## src/logic/dot_pkg.sv

```systemverilog
package dot_pkg;

  localparam int unsigned ADDR_W        = 4;
  localparam int unsigned DefaultHeight = 4;  // elements per row, keep even

  // signed Q8.8
  typedef logic signed [15:0] elem_t;

  typedef struct packed {
    logic [26:0] rsvd;
    logic        done;    // read only
    logic        busy;    // read only
    logic        flush;   // write, one-shot
    logic        negate;  // write, reads back
    logic        start;   // write, one-shot
  } ctrl_t;

  // one bus word, either two elements (low first) or the control/status view
  typedef union packed {
    elem_t [1:0] elems;
    ctrl_t       ctrl;
  } wb_word_u;

  // word offsets, two elements per word
  localparam int unsigned OffX = 0;

  function automatic int unsigned off_w0(int unsigned h);
    return h / 2;
  endfunction

  function automatic int unsigned off_w1(int unsigned h);
    return h;
  endfunction

  function automatic int unsigned off_bias(int unsigned h);
    return (3 * h) / 2;
  endfunction

  function automatic int unsigned off_ctrl(int unsigned h);
    return (3 * h) / 2 + 1;
  endfunction

  function automatic int unsigned off_result(int unsigned h);
    return (3 * h) / 2 + 2;
  endfunction

endpackage

```

## src/logic/row_result_if.sv

```systemverilog
`timescale 1ns/1ns

interface row_result_if import dot_pkg::*; ();

  logic  valid;
  elem_t z;
  logic  busy;     // some stage of the row holds an item
  logic  advance;  // whole row shifts one stage

  modport row (
    output valid,
    output z,
    output busy,
    input  advance
  );

  modport sink (
    input  valid,
    input  z,
    input  busy,
    output advance
  );

endinterface

```

## src/logic/row_combiner.sv

```systemverilog
`timescale 1ns/1ns

module row_combiner import dot_pkg::*; (
  input  logic          clk_i,
  input  logic          rst_ni,
  input  logic          flush_i,
  input  logic          result_read_i,
  row_result_if.sink    row0,
  row_result_if.sink    row1,
  output wb_word_u      result_o,
  output logic          done_o,
  output logic          busy_o
);

  logic both_valid;
  logic capture;
  logic advance;

  assign both_valid = row0.valid & row1.valid;
  assign capture    = both_valid & ~done_o;
  assign advance    = ~(done_o & both_valid);  // stall both rows on a held result

  assign row0.advance = advance;
  assign row1.advance = advance;

  assign busy_o = row0.busy | row1.busy | done_o;  // a held word counts as busy

  always_ff @(posedge clk_i or negedge rst_ni) begin
    if (!rst_ni) begin
      result_o <= '0;
      done_o   <= 1'b0;
    end else if (flush_i) begin
      result_o <= '0;
      done_o   <= 1'b0;
    end else if (capture) begin
      result_o.elems[0] <= row0.z;
      result_o.elems[1] <= row1.z;
      done_o            <= 1'b1;
    end else if (result_read_i) begin
      done_o <= 1'b0;
    end
  end

  // rows start together, so items arrive in lockstep
  a_rows_matched : assert property (@(posedge clk_i) disable iff (!rst_ni)
    row0.valid == row1.valid);

  // held word is not overwritten until the host has read it
  a_no_overwrite : assert property (@(posedge clk_i) disable iff (!rst_ni)
    done_o && !result_read_i && !flush_i |=> $stable(result_o) && done_o);

endmodule

```

## src/flat_wrapper.sv

```systemverilog
// flat-port wrapper written by rule: the top's interface ports become plain ports
module row_combiner_flat import dot_pkg::*;
  (clk_i, rst_ni, flush_i, result_read_i, result_o, done_o, busy_o, row0_valid, row0_z, row0_busy, row0_advance, row1_valid, row1_z, row1_busy, row1_advance);
  row_result_if row0_i ();
  row_result_if row1_i ();
  input  logic clk_i;
  input  logic rst_ni;
  input  logic flush_i;
  input  logic result_read_i;
  output wb_word_u result_o;
  output logic done_o;
  output logic busy_o;
  input wire logic [$bits(row0_i.valid)-1:0] row0_valid;
  input wire logic [$bits(row0_i.z)-1:0] row0_z;
  input wire logic [$bits(row0_i.busy)-1:0] row0_busy;
  output wire logic [$bits(row0_i.advance)-1:0] row0_advance;
  input wire logic [$bits(row1_i.valid)-1:0] row1_valid;
  input wire logic [$bits(row1_i.z)-1:0] row1_z;
  input wire logic [$bits(row1_i.busy)-1:0] row1_busy;
  output wire logic [$bits(row1_i.advance)-1:0] row1_advance;
  assign row0_i.valid = row0_valid;
  assign row0_i.z = row0_z;
  assign row0_i.busy = row0_busy;
  assign row0_advance = row0_i.advance;
  assign row1_i.valid = row1_valid;
  assign row1_i.z = row1_z;
  assign row1_i.busy = row1_busy;
  assign row1_advance = row1_i.advance;
  row_combiner u_core (.clk_i(clk_i), .rst_ni(rst_ni), .flush_i(flush_i), .result_read_i(result_read_i), .row0(row0_i), .row1(row1_i), .result_o(result_o), .done_o(done_o), .busy_o(busy_o));
endmodule
```

## config.mk

```make
export PLATFORM = sky130hd
export DESIGN_NAME = row_combiner_flat
export DESIGN_NICKNAME = d
export VERILOG_FILES = /design/src/logic/dot_pkg.sv /design/src/logic/row_result_if.sv /design/src/logic/row_combiner.sv /design/src/flat_wrapper.sv
export SDC_FILE = /design/constraint.sdc
export NUM_CORES = 1
export LEC_CHECK = 0
export BUFFER_PORTS_ARGS = -buffer_cell sky130_fd_sc_hd__buf_2
export CORE_MARGIN = 10
export CORE_UTILIZATION = 45
export DETAILED_ROUTE_END_ITERATION = 8
export GPL_ROUTABILITY_DRIVEN = 1
export GPL_TIMING_DRIVEN = 1
export PLACE_DENSITY_LB_ADDON = 0.1
export SYNTH_ARGS = -nofsm -noshare
export SYNTH_HDL_FRONTEND = slang
export SYNTH_SLANG_ARGS = --single-unit
export TNS_END_PERCENT = 5
```

## constraint.sdc

```tcl
create_clock -name clk_i -period 2.8 [get_ports clk_i]
set_input_delay 0.56 -clock clk_i [delete_from_list [all_inputs] [get_ports clk_i]]
set_output_delay 0.56 -clock clk_i [all_outputs]
set_load 0.01 [all_outputs]
```

=== After elaboration in Yosys (flattened, before gate mapping) ===
Cells that the tools add are included.

* Reductions and logical operators: 2
* Shifts and indexed selects: 0
* Order comparisons: 0
* $add $sub $neg: 0
* Div/mod/pow operators: 0
* Multipliers: 0
* Muxes and demuxes: 5
* Equality and inequality tests: 0
* Bitwise operators: 7

{| class="wikitable"
|+ Operators with widths
! cell !! number
|-
| $mux 32 || 2
|-
| $and 1x1->1 || 3
|-
| $mux 1 || 3
|-
| $reduce_bool 3->1 || 1
|-
| $not 1->1 || 2
|-
| $or 1x1->1 || 2
|-
| $reduce_bool 2->1 || 1
|}

* Memory bits (read-only): 0
* Word-level logic and storage cells: 16
* Memories: 0
* Bits in latches: 0
* Output and inout port bits: 36
* RAM bits: 0
* Flip-flop bits (word level): 33

=== Depth between registers and ports, before layout ===
Gate-level depths: netlist of the first run.

* Depth after elaboration: 4
* Mapped depth: 4
* Mapped depth without buffers: 2

=== Worst setup path before layout of the first run ===
Ideal clock, no wire load.

* Path kind: input to output
* Start: input port row1_busy
* End: output port busy_o
* Setup slack: 1296 ps
* Cell stages on the path: 1
* Data arrival time: 944 ps
* Data required time: 2240 ps
* Path through: or3_1

* Cells in the longest elaborated chain, start to end: 2

{| class="wikitable"
|+ Ends and longest elaborated chain
! item !! RTL line !! RTL
|-
| start: declaration || flat_wrapper.sv:19 || <nowiki>input wire logic [$bits(row1_i.busy)-1:0] row1_busy;</nowiki>
|-
| $or 1x1->1 (2 in a row) || row_combiner.sv:26 || <nowiki>assign busy_o = row0.busy | row1.busy | done_o;</nowiki>
|-
| end: declaration || flat_wrapper.sv:12 || <nowiki>output logic busy_o;</nowiki>
|}

No other way between the ends.

=== Final worst setup path of the first run ===
* Start: register u_core.done_o
* End: output port busy_o

* Cells in the longest elaborated chain, start to end: 1

{| class="wikitable"
|+ Ends and longest elaborated chain
! item !! RTL line !! RTL
|-
| start: declaration || row_combiner.sv:11 || <nowiki>output logic done_o,</nowiki>
|-
| start signal: assignment || row_combiner.sv:31 || <nowiki>done_o <= 1'b0;</nowiki>
|-
| start signal: assignment || row_combiner.sv:34 || <nowiki>done_o <= 1'b0;</nowiki>
|-
| start signal: assignment || row_combiner.sv:38 || <nowiki>done_o <= 1'b1;</nowiki>
|-
| $or 1x1->1 || row_combiner.sv:26 ||
|}

No other way between the ends.

==> flow_metrics.tcl, run 1 <==
set metrics [dict create \
    drive_above_1_share_pct 39.4 \
    setup_tns_ns 0 \
    mostFrequentLayoutCell "buf_2" \
    status "finished, final reports clean" \
    grt_max_degree 66 \
    syn_inst 146 \
    cts-resized-gates 0 \
    setup_viol 0 \
    power_density_nw_per_um2 494 \
    die-height_um 81.3 \
    post_cts_buffers 0 \
    antenna_found_initial 0 \
    worstSetupPathType "flop to output pin" \
    routabilityCongestion 0.783 \
    wire_per_inst_um 14.3 \
    hold_viol 0 \
    coreArea_um2 3660 \
    initial_utilization_pct 46.2 \
    maxSlewHeadroom_pct 50.7 \
    path_max_fanout 5 \
    seq_area_um2 826 \
    final_cell_area_um2 2130 \
    grt_pass1_wl_um 5770 \
    clk_latency_ns 0.28 \
    io_buffers 75 \
    worstPathCellList "or3_1 -> buf_2" \
    cp.required_ns 2.24 \
    r2r_end "u_core.result_o[0]$_DFFE_PN0P_" \
    slowest_delay_ns 0.41 \
    post-route-period-util_pct 62.6 \
    min_period_ns 1.75 \
    grt.total_usage_pct 11.2 \
    clk_path_buf_depth 2 \
    grt_setup_unrepaired "false" \
    totalWireLength_um 3810 \
    r2r_slack_ns 1.32 \
    die_w_um 81.3 \
    ant_nets 0 \
    fp-row-count 22 \
    hpwl_um 2780 \
    cts_tree "yes" \
    reg2reg_from "u_core.done_o$_DFFE_PN0P_" \
    dpl_worst_slack_ns 1.11 \
    drc 0 \
    min_path_type "primary input to asynchronous set/reset pin" \
    rr_worst_depth 3 \
    syn_nets 186 \
    viasPerCell 4.58 \
    antennaDiodeCount 0 \
    fmax_mhz 571 \
    ys_seq_elements 33 \
    cts_root_buf "clkbuf_8" \
    clock_sinks 33 \
    nNetsFinal 257 \
    drtIter0Drc 67 \
    overflow 0 \
    hold_buffers 0 \
    fillers 322 \
    htreeDepth 2 \
    peakVddDrop_uv 340 \
    cp.arrival_ns 1.19 \
    tightest_slew_ns 0.739 \
    yosysSeqAreaShare_pct 48.8 \
    die-area_um2 6610 \
    multi_input_area_um2 761 \
    synth_cell_types 13 \
    first_pass_iters 4 \
    finClkSkew_ns 0.00662 \
    cp_slowest_cell "dfrtp_1" \
    p_leak_nw 1.10 \
    grt_pass1_vias 1233 \
    cp-start-kind "flop" \
    yosysWarnings 0 \
    area_delta_synth_final_pct 26.0 \
    cts_buffers 5 \
    syn_area_um2 1690 \
    placed_area_um2 2030 \
    worstSetupEndpointType "output pin" \
    vias 1217 \
    slew_violations 0 \
    final_cell_mix "75 x buf_2, 64 x nand2b_1, 33 x dfrtp_1" \
    avgSynthCellArea_um2 11.6 \
    cap_violations 0 \
    ios 76 \
    setup_slack_ns 1.05 \
    clk_pin_slew_worst_paths_ns 0.07 \
]
==> cell usage after synthesis <==
cell / instances / area [um2]
and3b_1: 1 / 8.76
or3_1: 1 / 6.26
nand3_1: 1 / 5.00
buf_4: 1 / 7.51
nor2b_2: 1 / 8.76
mux2i_1: 32 / 320
buf_6: 1 / 11.3
buf_2: 1 / 5.00
o21ba_1: 1 / 10.0
buf_12: 3 / 60.1
dfrtp_1: 33 / 826
nand2b_1: 64 / 400
clkbuf_1: 6 / 22.5
==> cell families after synthesis <==
logic type | count (synthesis) | synth area share, %
AO/OA/AOI/OAI | 1 | 0.592
AND/OR/NAND/NOR | 68 | 25.4
flip-flops | 33 | 48.8
multiplexers | 32 | 18.9
buffers and inverters | 12 | 6.29
==> stage by stage <==
step	utilization, %	std cells	hold WS, ns	total power, mW
final	58.2	266	0.339	1.05
after global routing	58.2	266	0.403	1.11
after CTS	58.2	266	0.363	1.07
after detailed placement	55.4	258	0.526	0.681
after global placement	55.4	258	0.523	0.674
after floorplan	-	146	0.264	0.617
==> sequential cells by signal, indices dropped and copies added (netlist names) <==
register and flops:
u_core.result_o 32, u_core.done_o 1
==> per-layer routing <==
metal | routed length (um) | GRT usage (%)
met3 | 426 | 5.52
met2 | 1780 | 17.6
met5 | 0 | 0
met4 | 38 | 4.67
met1 | 1560 | 12.7
==> area by class of cell <==
type,instances,area share [%]
Timing Repair Buffer,76,18.0
Tap cell,48,2.82
Clock inverter,1,0.235
Clock buffer,7,4.52
Multi-Input combinational cell,101,35.7
Sequential cell,33,38.8
==> power by group <==
part	switching [mW]	total, mW	internal [mW]
clock network	0.163	0.385	0.222
registers	0.0123	0.513	0.500
logic	0.0770	0.155	0.0779
==> critical path: cells and delay by family (launching register included) <==
kind | cells | cell delay [ns]
DFF | 1 | 0.41
buffers and inverters | 1 | 0.14
and+or+nand+nor | 1 | 0.37
==> how the worst max path moves through the flow <==
stage                              start     end  slack [ns]  cells after the start
2_1_floorplan                  row1_busy  busy_o        1.30                      1
4_1_cts        u_core.done_o$_DFFE_PN0P_  busy_o        1.03                      2
3_3_place_gp                   row1_busy  busy_o        1.11                      3
6_report       u_core.done_o$_DFFE_PN0P_  busy_o        1.05                      2
3_5_place_dp                   row1_busy  busy_o        1.11                      3
5_1_grt        u_core.done_o$_DFFE_PN0P_  busy_o        0.99                      2
Note: power is estimated with default switching activity, not from simulation.
==> run 2, diff against run 1 <==
--- a/config.mk
+++ b/config.mk
@@ -5,9 +5,10 @@
 export SDC_FILE = /design/constraint.sdc
 export NUM_CORES = 1
 export LEC_CHECK = 0
+export ABC_AREA = 1
 export BUFFER_PORTS_ARGS = -buffer_cell sky130_fd_sc_hd__buf_2
 export CORE_MARGIN = 10
-export CORE_UTILIZATION = 45
+export CORE_UTILIZATION = 39
 export DETAILED_ROUTE_END_ITERATION = 8
 export GPL_ROUTABILITY_DRIVEN = 1
 export GPL_TIMING_DRIVEN = 1
==> constraint.sdc (replaced) <==
create_clock -name clk_i -period 1.5 [get_ports clk_i]
set_input_delay 0.3 -clock clk_i [delete_from_list [all_inputs] [get_ports clk_i]]
set_output_delay 0.3 -clock clk_i [all_outputs]
set_load 0.01 [all_outputs]
==> run 2 against run 1 <==
Cell area decreased by 11%. Synthesized cell count increased by 5.5%. Routed wire length increased by 2.8%. Clock power increased by 43%. Clock skew decreased by 0.00053 ns. Flip-flop and latch count unchanged. First-iteration DRC count increased by 21%. Core utilization decreased by 2.6 points. Hold slack got worse by 0.18 ns. Worst setup slack got worse by 0.91 ns. Count of clock-buffer cells in the layout unchanged. Critical path type unchanged. Critical endpoint is now row0_advance. Largest power group unchanged.
==> flow_metrics.tcl, run 2 <==
set metrics [dict create \
    power_density_nw_per_um2 932 \
    async_flop_share_pct 100 \
    antennaDiodeCount 0 \
    worstSetupPathType "flop to output pin" \
    p_leak_nw 1.15 \
    hold_buffers 1 \
    hold_viol 0 \
    cp.required_ns 1.20 \
    status "finished, final reports clean" \
    tightest_slew_ns 0.518 \
    nNetsFinal 268 \
    synth_cell_types 12 \
    cts_tree "yes" \
    cts_root_buf "clkbuf_4" \
    htreeDepth 2 \
    synth_flop_cell "dfrtp_1" \
    grt_pass1_wl_um 6240 \
    ys_seq_elements 33 \
    top_register "u_core.result_o" \
    totalWireLength_um 3910 \
    grt_pass1_vias 1380 \
    mostFrequentLayoutCell "buf_2" \
    syn_nets 194 \
    setup_tns_ns 0 \
    coreArea_um2 3420 \
    slowest_delay_ns 0.47 \
    worstPathCellList "nand3_1 -> buf_2" \
    synth-edff-count 0 \
    clk_pin_slew_worst_paths_ns 0.10 \
    initial_utilization_pct 41.2 \
    drtIter0Drc 81 \
    post_cts_buffers 0 \
    hpwl_um 2950 \
    peakVddDrop_uv 621 \
    drc 0 \
    path_max_fanout 5 \
    cp.arrival_ns 1.06 \
    area_delta_synth_final_pct 34.8 \
    synth.most_common_cell "nand3_1" \
    drive_above_1_share_pct 40.2 \
    ant_nets 0 \
    cpLargestDelayFamily "flip-flops" \
    use_met1_pct 13.6 \
    synth_top_area_share_pct 58.6 \
    overflow 0 \
    cp_slowest_cell "dfrtp_1" \
    gr-usage-met3_pct 6.79 \
    final_cell_mix "75 x buf_2, 65 x nand3_1, 36 x nand2_1" \
    antenna_found_initial 0 \
    worst_hold_slack_ns 0.155 \
    die-area_um2 6420 \
    post-route-util_pct 55.6 \
    viasPerCell 4.83 \
    avgSynthCellArea_um2 9.15 \
    grt_setup_unrepaired "false" \
    met2_usage_pct 18.7 \
    first_pass_iters 4 \
    syn_inst 154 \
    largest_reg_flops 32 \
    clock_sinks 33 \
    die-height_um 80.1 \
    fmax_mhz 734 \
    finClkSkew_ns 0.00609 \
    yosysWarnings 0 \
    cts_buffers 5 \
    clk_latency_ns 0.32 \
    die_w_um 80.1 \
    post-route-period-util_pct 90.9 \
    cts-resized-gates 0 \
    wire_per_inst_um 14.2 \
    io_buffers 75 \
    ios 76 \
    synth_commonest_cells "65 x nand3_1, 36 x nand2_1, 33 x dfrtp_1" \
    slew_violations 0 \
    grt_max_degree 67 \
    min_period_ns 1.36 \
    clk_path_buf_depth 2 \
    p_total_mw 1.77 \
    syn_area_um2 1410 \
    synth_area_leader_cell "dfrtp_1" \
    critPathBufInv 1 \
    yosys-top-cells-area "dfrtp_1 59%, nand3_1 23%, nand2_1 9.6%" \
    vias 1329 \
    setup_viol 0 \
    min_path_type "primary input to flop" \
    maxSlewHeadroom_pct 65.4 \
    worstSetupEndpointType "output pin" \
    cap_violations 0 \
    yosysSeqAreaShare_pct 58.6 \
    grt.total_usage_pct 12.1 \
    routabilityCongestion 0.746 \
    cp-start-kind "flop" \
    fp-row-count 21 \
    reg_top3 "u_core.result_o: 32 flops, u_core.done_o: 1 flops" \
    grt-busiest-layer "met2" \
]
[run 2: cell count changes in the layout (fill, tap and decap cells not counted), sizes merged]
cell         before  now
nor2b             1    0
dlygate4sd3       0    1
nand2             0   36
nand2b           64    0
inv               0    2
and3b             1    0
buf              76   80
o21ba             1    0
nor2              0    2
o21ai             0    1
or3               1    0
mux2i            32    0
nand3             1   66
[run 2: path summary, 6_finish.rpt]
check / to / startpoint / slack (ns) / cells after the start
setup / recovery: row0_advance / u_core.done_o$_DFFE_PN0P_ / 0.14 / 2
hold / removal: u_core.done_o$_DFFE_PN0P_ / result_read_i / 0.16 / 2
setup reg to reg: u_core.result_o[14]$_DFFE_PN0P_ / u_core.done_o$_DFFE_PN0P_ / 0.15 / 5
hold reg to reg: u_core.result_o[5]$_DFFE_PN0P_ / u_core.result_o[5]$_DFFE_PN0P_ / 0.52 / 2
max in group asynchronous: u_core.result_o[3]$_DFFE_PN0P_ / rst_ni / 0.48 / 3
min in group asynchronous: u_core.result_o[29]$_DFFE_PN0P_ / rst_ni / 0.48 / 2
[run 2: per-layer routing]
metal / up-vias / wire length (um)
li1: 669 / -
met1: 594 / 1640
met2: 60 / 1740
met3: 6 / 471
met4: 0 / 53
met5: - / 0
[run 2: cells by family (layout without fill, tap and decap cells)]
family                 after synthesis  in the layout  synth area share [%]
AO/OA/AOI/OAI                        1              1                 0.355
flip-flops                          33             33                  58.6
buffers and inverters               16             91                  6.57
AND/OR/NAND/NOR                    104            104                  34.5
[run 2: report_power, final]
part	switching, mW	internal (mW)	total (mW)	leakage (nW)
registers	0.0251	0.931	0.956	0.449
logic	0.153	0.111	0.264	0.659
clock network	0.279	0.271	0.550	0.0413
[run 2: cell type report]
class                           count  area, um2
Fill cell                         352       1520
Sequential cell                    33        826
Multi-Input combinational cell    105        490
Timing Repair Buffer               81        448
Clock buffer                        7       65.1
Tap cell                           46       57.6
Inverter                            2       7.51
Clock inverter                      1       5.00
[run 2: per-stage QoR]
step | area, um2 | setup WS, ns | instances
after floorplan | 1410 | 0.360 | 154
after global placement | 1820 | 0.199 | 266
after detailed placement | 1820 | 0.171 | 266
after CTS | 1900 | 0.105 | 275
after global routing | 1900 | 0.0335 | 275
final | 1900 | 0.137 | 275
==> run 3, diff against run 2 <==
--- a/config.mk
+++ b/config.mk
@@ -7,12 +7,14 @@
 export LEC_CHECK = 0
 export ABC_AREA = 1
 export BUFFER_PORTS_ARGS = -buffer_cell sky130_fd_sc_hd__buf_2
+export CORE_ASPECT_RATIO = 1.1
 export CORE_MARGIN = 10
-export CORE_UTILIZATION = 39
+export CORE_UTILIZATION = 44
 export DETAILED_ROUTE_END_ITERATION = 8
 export GPL_ROUTABILITY_DRIVEN = 1
 export GPL_TIMING_DRIVEN = 1
 export PLACE_DENSITY_LB_ADDON = 0.1
+export SKIP_CTS_REPAIR_TIMING = 1
 export SYNTH_ARGS = -nofsm -noshare
 export SYNTH_HDL_FRONTEND = slang
 export SYNTH_SLANG_ARGS = --single-unit
==> constraint.sdc (replaced) <==
create_clock -name clk_i -period 1.42 [get_ports clk_i]
set_input_delay 0.284 -clock clk_i [delete_from_list [all_inputs] [get_ports clk_i]]
set_output_delay 0.284 -clock clk_i [all_outputs]
set_load 0.01 [all_outputs]
==> run 3 against run 2 <==
Clock skew is 0.00075 ns higher. Global-route usage is 1.4 points higher. Cell count is 4.4% lower. Via count is 0.83% higher. Flip-flop and latch count stayed put. Critical path depth is 1 higher. Register-to-register slack better by 0.13 ns. Core utilization is 5.8 points higher. Combinational power is 3% higher. Sequential share of layout area is 0.33 points higher. Die area is 8.6% lower.
==> flow_metrics.tcl, run 3 (synthesis gave the netlist of run 2 again) <==
set metrics [dict create \
    status "finished, final reports clean" \
    min_period_ns 1.30 \
    hold_viol 0 \
    min_from "result_read_i" \
    highest_layer "met4" \
    initial_utilization_pct 45.8 \
    antenna_found_initial 0 \
    totalWireLength_um 3860 \
    p_sw_mw 0.480 \
    clk_path_buf_depth 2 \
    ant_nets 0 \
    whs_path_depth 2 \
    cts_root_buf "clkbuf_4" \
    tightest_slew_ns 0.405 \
    setup_viol 0 \
    reg2reg_from "u_core.done_o$_DFFE_PN0P_" \
    r2r_slack_ns 0.28 \
    grt_pass1_wl_um 6290 \
    cp.required_ns 1.14 \
    clk_latency_ns 0.32 \
    hpwl_um 2810 \
    grt.total_usage_pct 13.4 \
    cts_tree "yes" \
    clkPwrFrac_pct 35.8 \
    drive_above_1_share_pct 39.7 \
    grt_setup_unrepaired "false" \
    wire_per_inst_um 14.7 \
    clock_sinks 33 \
    peakVddDrop_uv 1040 \
    mostFrequentLayoutCell "buf_2" \
    power_frac_comb_pct 13.7 \
    cap_violations 0 \
    post-route-period-util_pct 91.9 \
    top_register "u_core.result_o" \
    vias 1340 \
    share_seq_of_total_power_pct 50.5 \
    grt_max_degree 43 \
    htreeDepth 2 \
    setup_tns_ns 0 \
    first_pass_iters 4 \
    slowest_delay_ns 0.46 \
    power_density_nw_per_um2 1060 \
    io_buffers 75 \
    power.internal_mw 1.52 \
    die-height_um 79.3 \
    cp_slowest_cell "dfrtp_2" \
    placed_area_um2 1790 \
    dr_wl_met2_um 1840 \
    path_max_fanout 5 \
    maxSlewHeadroom_pct 73.0 \
    die-area_um2 5870 \
    final_cell_mix "75 x buf_2, 65 x nand3_1, 36 x nand2_1" \
    worstSetupEndpointType "output pin" \
    min_path_type "primary input to flop" \
    routabilityCongestion 0.685 \
    rr_worst_depth 5 \
    slew_violations 0 \
    p_leak_nw 1.14 \
    fp-row-count 21 \
    sw_frac_of_total_pct 24.1 \
    largest_reg_flops 32 \
    cp.arrival_ns 1.02 \
    reg_top3 "u_core.result_o: 32 flops, u_core.done_o: 1 flops" \
    cts_buffers 5 \
    ios 76 \
    nNetsFinal 268 \
    drtIter0Drc 75 \
    drc 0 \
    worstSetupPathType "flop to output pin" \
    worstSetupStartpoint "u_core.done_o$_DFFE_PN0P_" \
    area_delta_synth_final_pct 34.0 \
    worstHoldEndpoint "u_core.done_o$_DFFE_PN0P_" \
    overflow 0 \
    met3WireLength_um 504 \
    coreArea_um2 3070 \
    finClkSkew_ns 0.00684 \
    cp-start-kind "flop" \
    wl_met1_um 1480 \
    r2r_end "u_core.result_o[11]$_DFFE_PN0P_" \
    final_cell_area_um2 1890 \
    worstPathCellList "inv_2 -> nand2_1 -> buf_2" \
    viasPerCell 5.10 \
    antennaDiodeCount 0 \
    clk_pin_slew_worst_paths_ns 0.09 \
    grt_pass1_vias 1392 \
    fmax_mhz 766 \
    die_w_um 74.0 \
]
==> run 3: critical path: cells and delay by family (launching register included) <==
kind,cells,cell delay (ns)
buffers and inverters,2,0.20
and+or+nand+nor,1,0.04
DFF,1,0.46
==> run 3: power groups by stage <==
stage,Sequential [mW],Clock [mW],Combinational [mW]
3_3_place_gp,1.03,0,0.270
4_1_cts,1.01,0.749,0.277
3_5_place_dp,1.03,0,0.277
2_1_floorplan,1.05,0,0.110
6_report,1.01,0.715,0.273
5_1_grt,1.02,0.794,0.307
==> run 3: layout make-up <==
cell class / instances / area [um2]
Fill cell: 280 / 1190
Timing Repair Buffer: 81 / 435
Clock buffer: 7 / 55.1
Clock inverter: 1 / 30.0
Sequential cell: 33 / 827
Inverter: 2 / 7.51
Multi-Input combinational cell: 105 / 490
Tap cell: 34 / 42.5
==> run 3: stage by stage <==
stage	hold slack, ns	total power [mW]	utilization [%]	cells	setup WS [ns]
after floorplan	-0.0116	1.16	-	154	0.296
after global placement	0.325	1.30	58.3	254	0.332
after detailed placement	0.331	1.30	58.3	254	0.248
after CTS	-0.0402	2.04	61.1	262	0.0587
after global routing	0.136	2.12	61.4	263	0.0183
final	0.146	2.00	61.4	263	0.115
==> run 3: worst max-delay path by stage <==
stage                                                  to  cells after the start
after floorplan                              row1_advance                      2
after global placement     u_core.result_o[8]$_DFFE_PN0P_                      5
after detailed placement  u_core.result_o[11]$_DFFE_PN0P_                      5
after CTS                                    row0_advance                      2
after global routing                               busy_o                      3
final                                              busy_o                      3
==> run 3: layer usage <==
| metal | vias up | GRT usage, % |
|---|---|---|
| li1 | 667 | - |
| met1 | 611 | 14.3 |
| met2 | 58 | 22.0 |
| met3 | 4 | 7.59 |
| met4 | 0 | 3.92 |
| met5 | - | 0 |
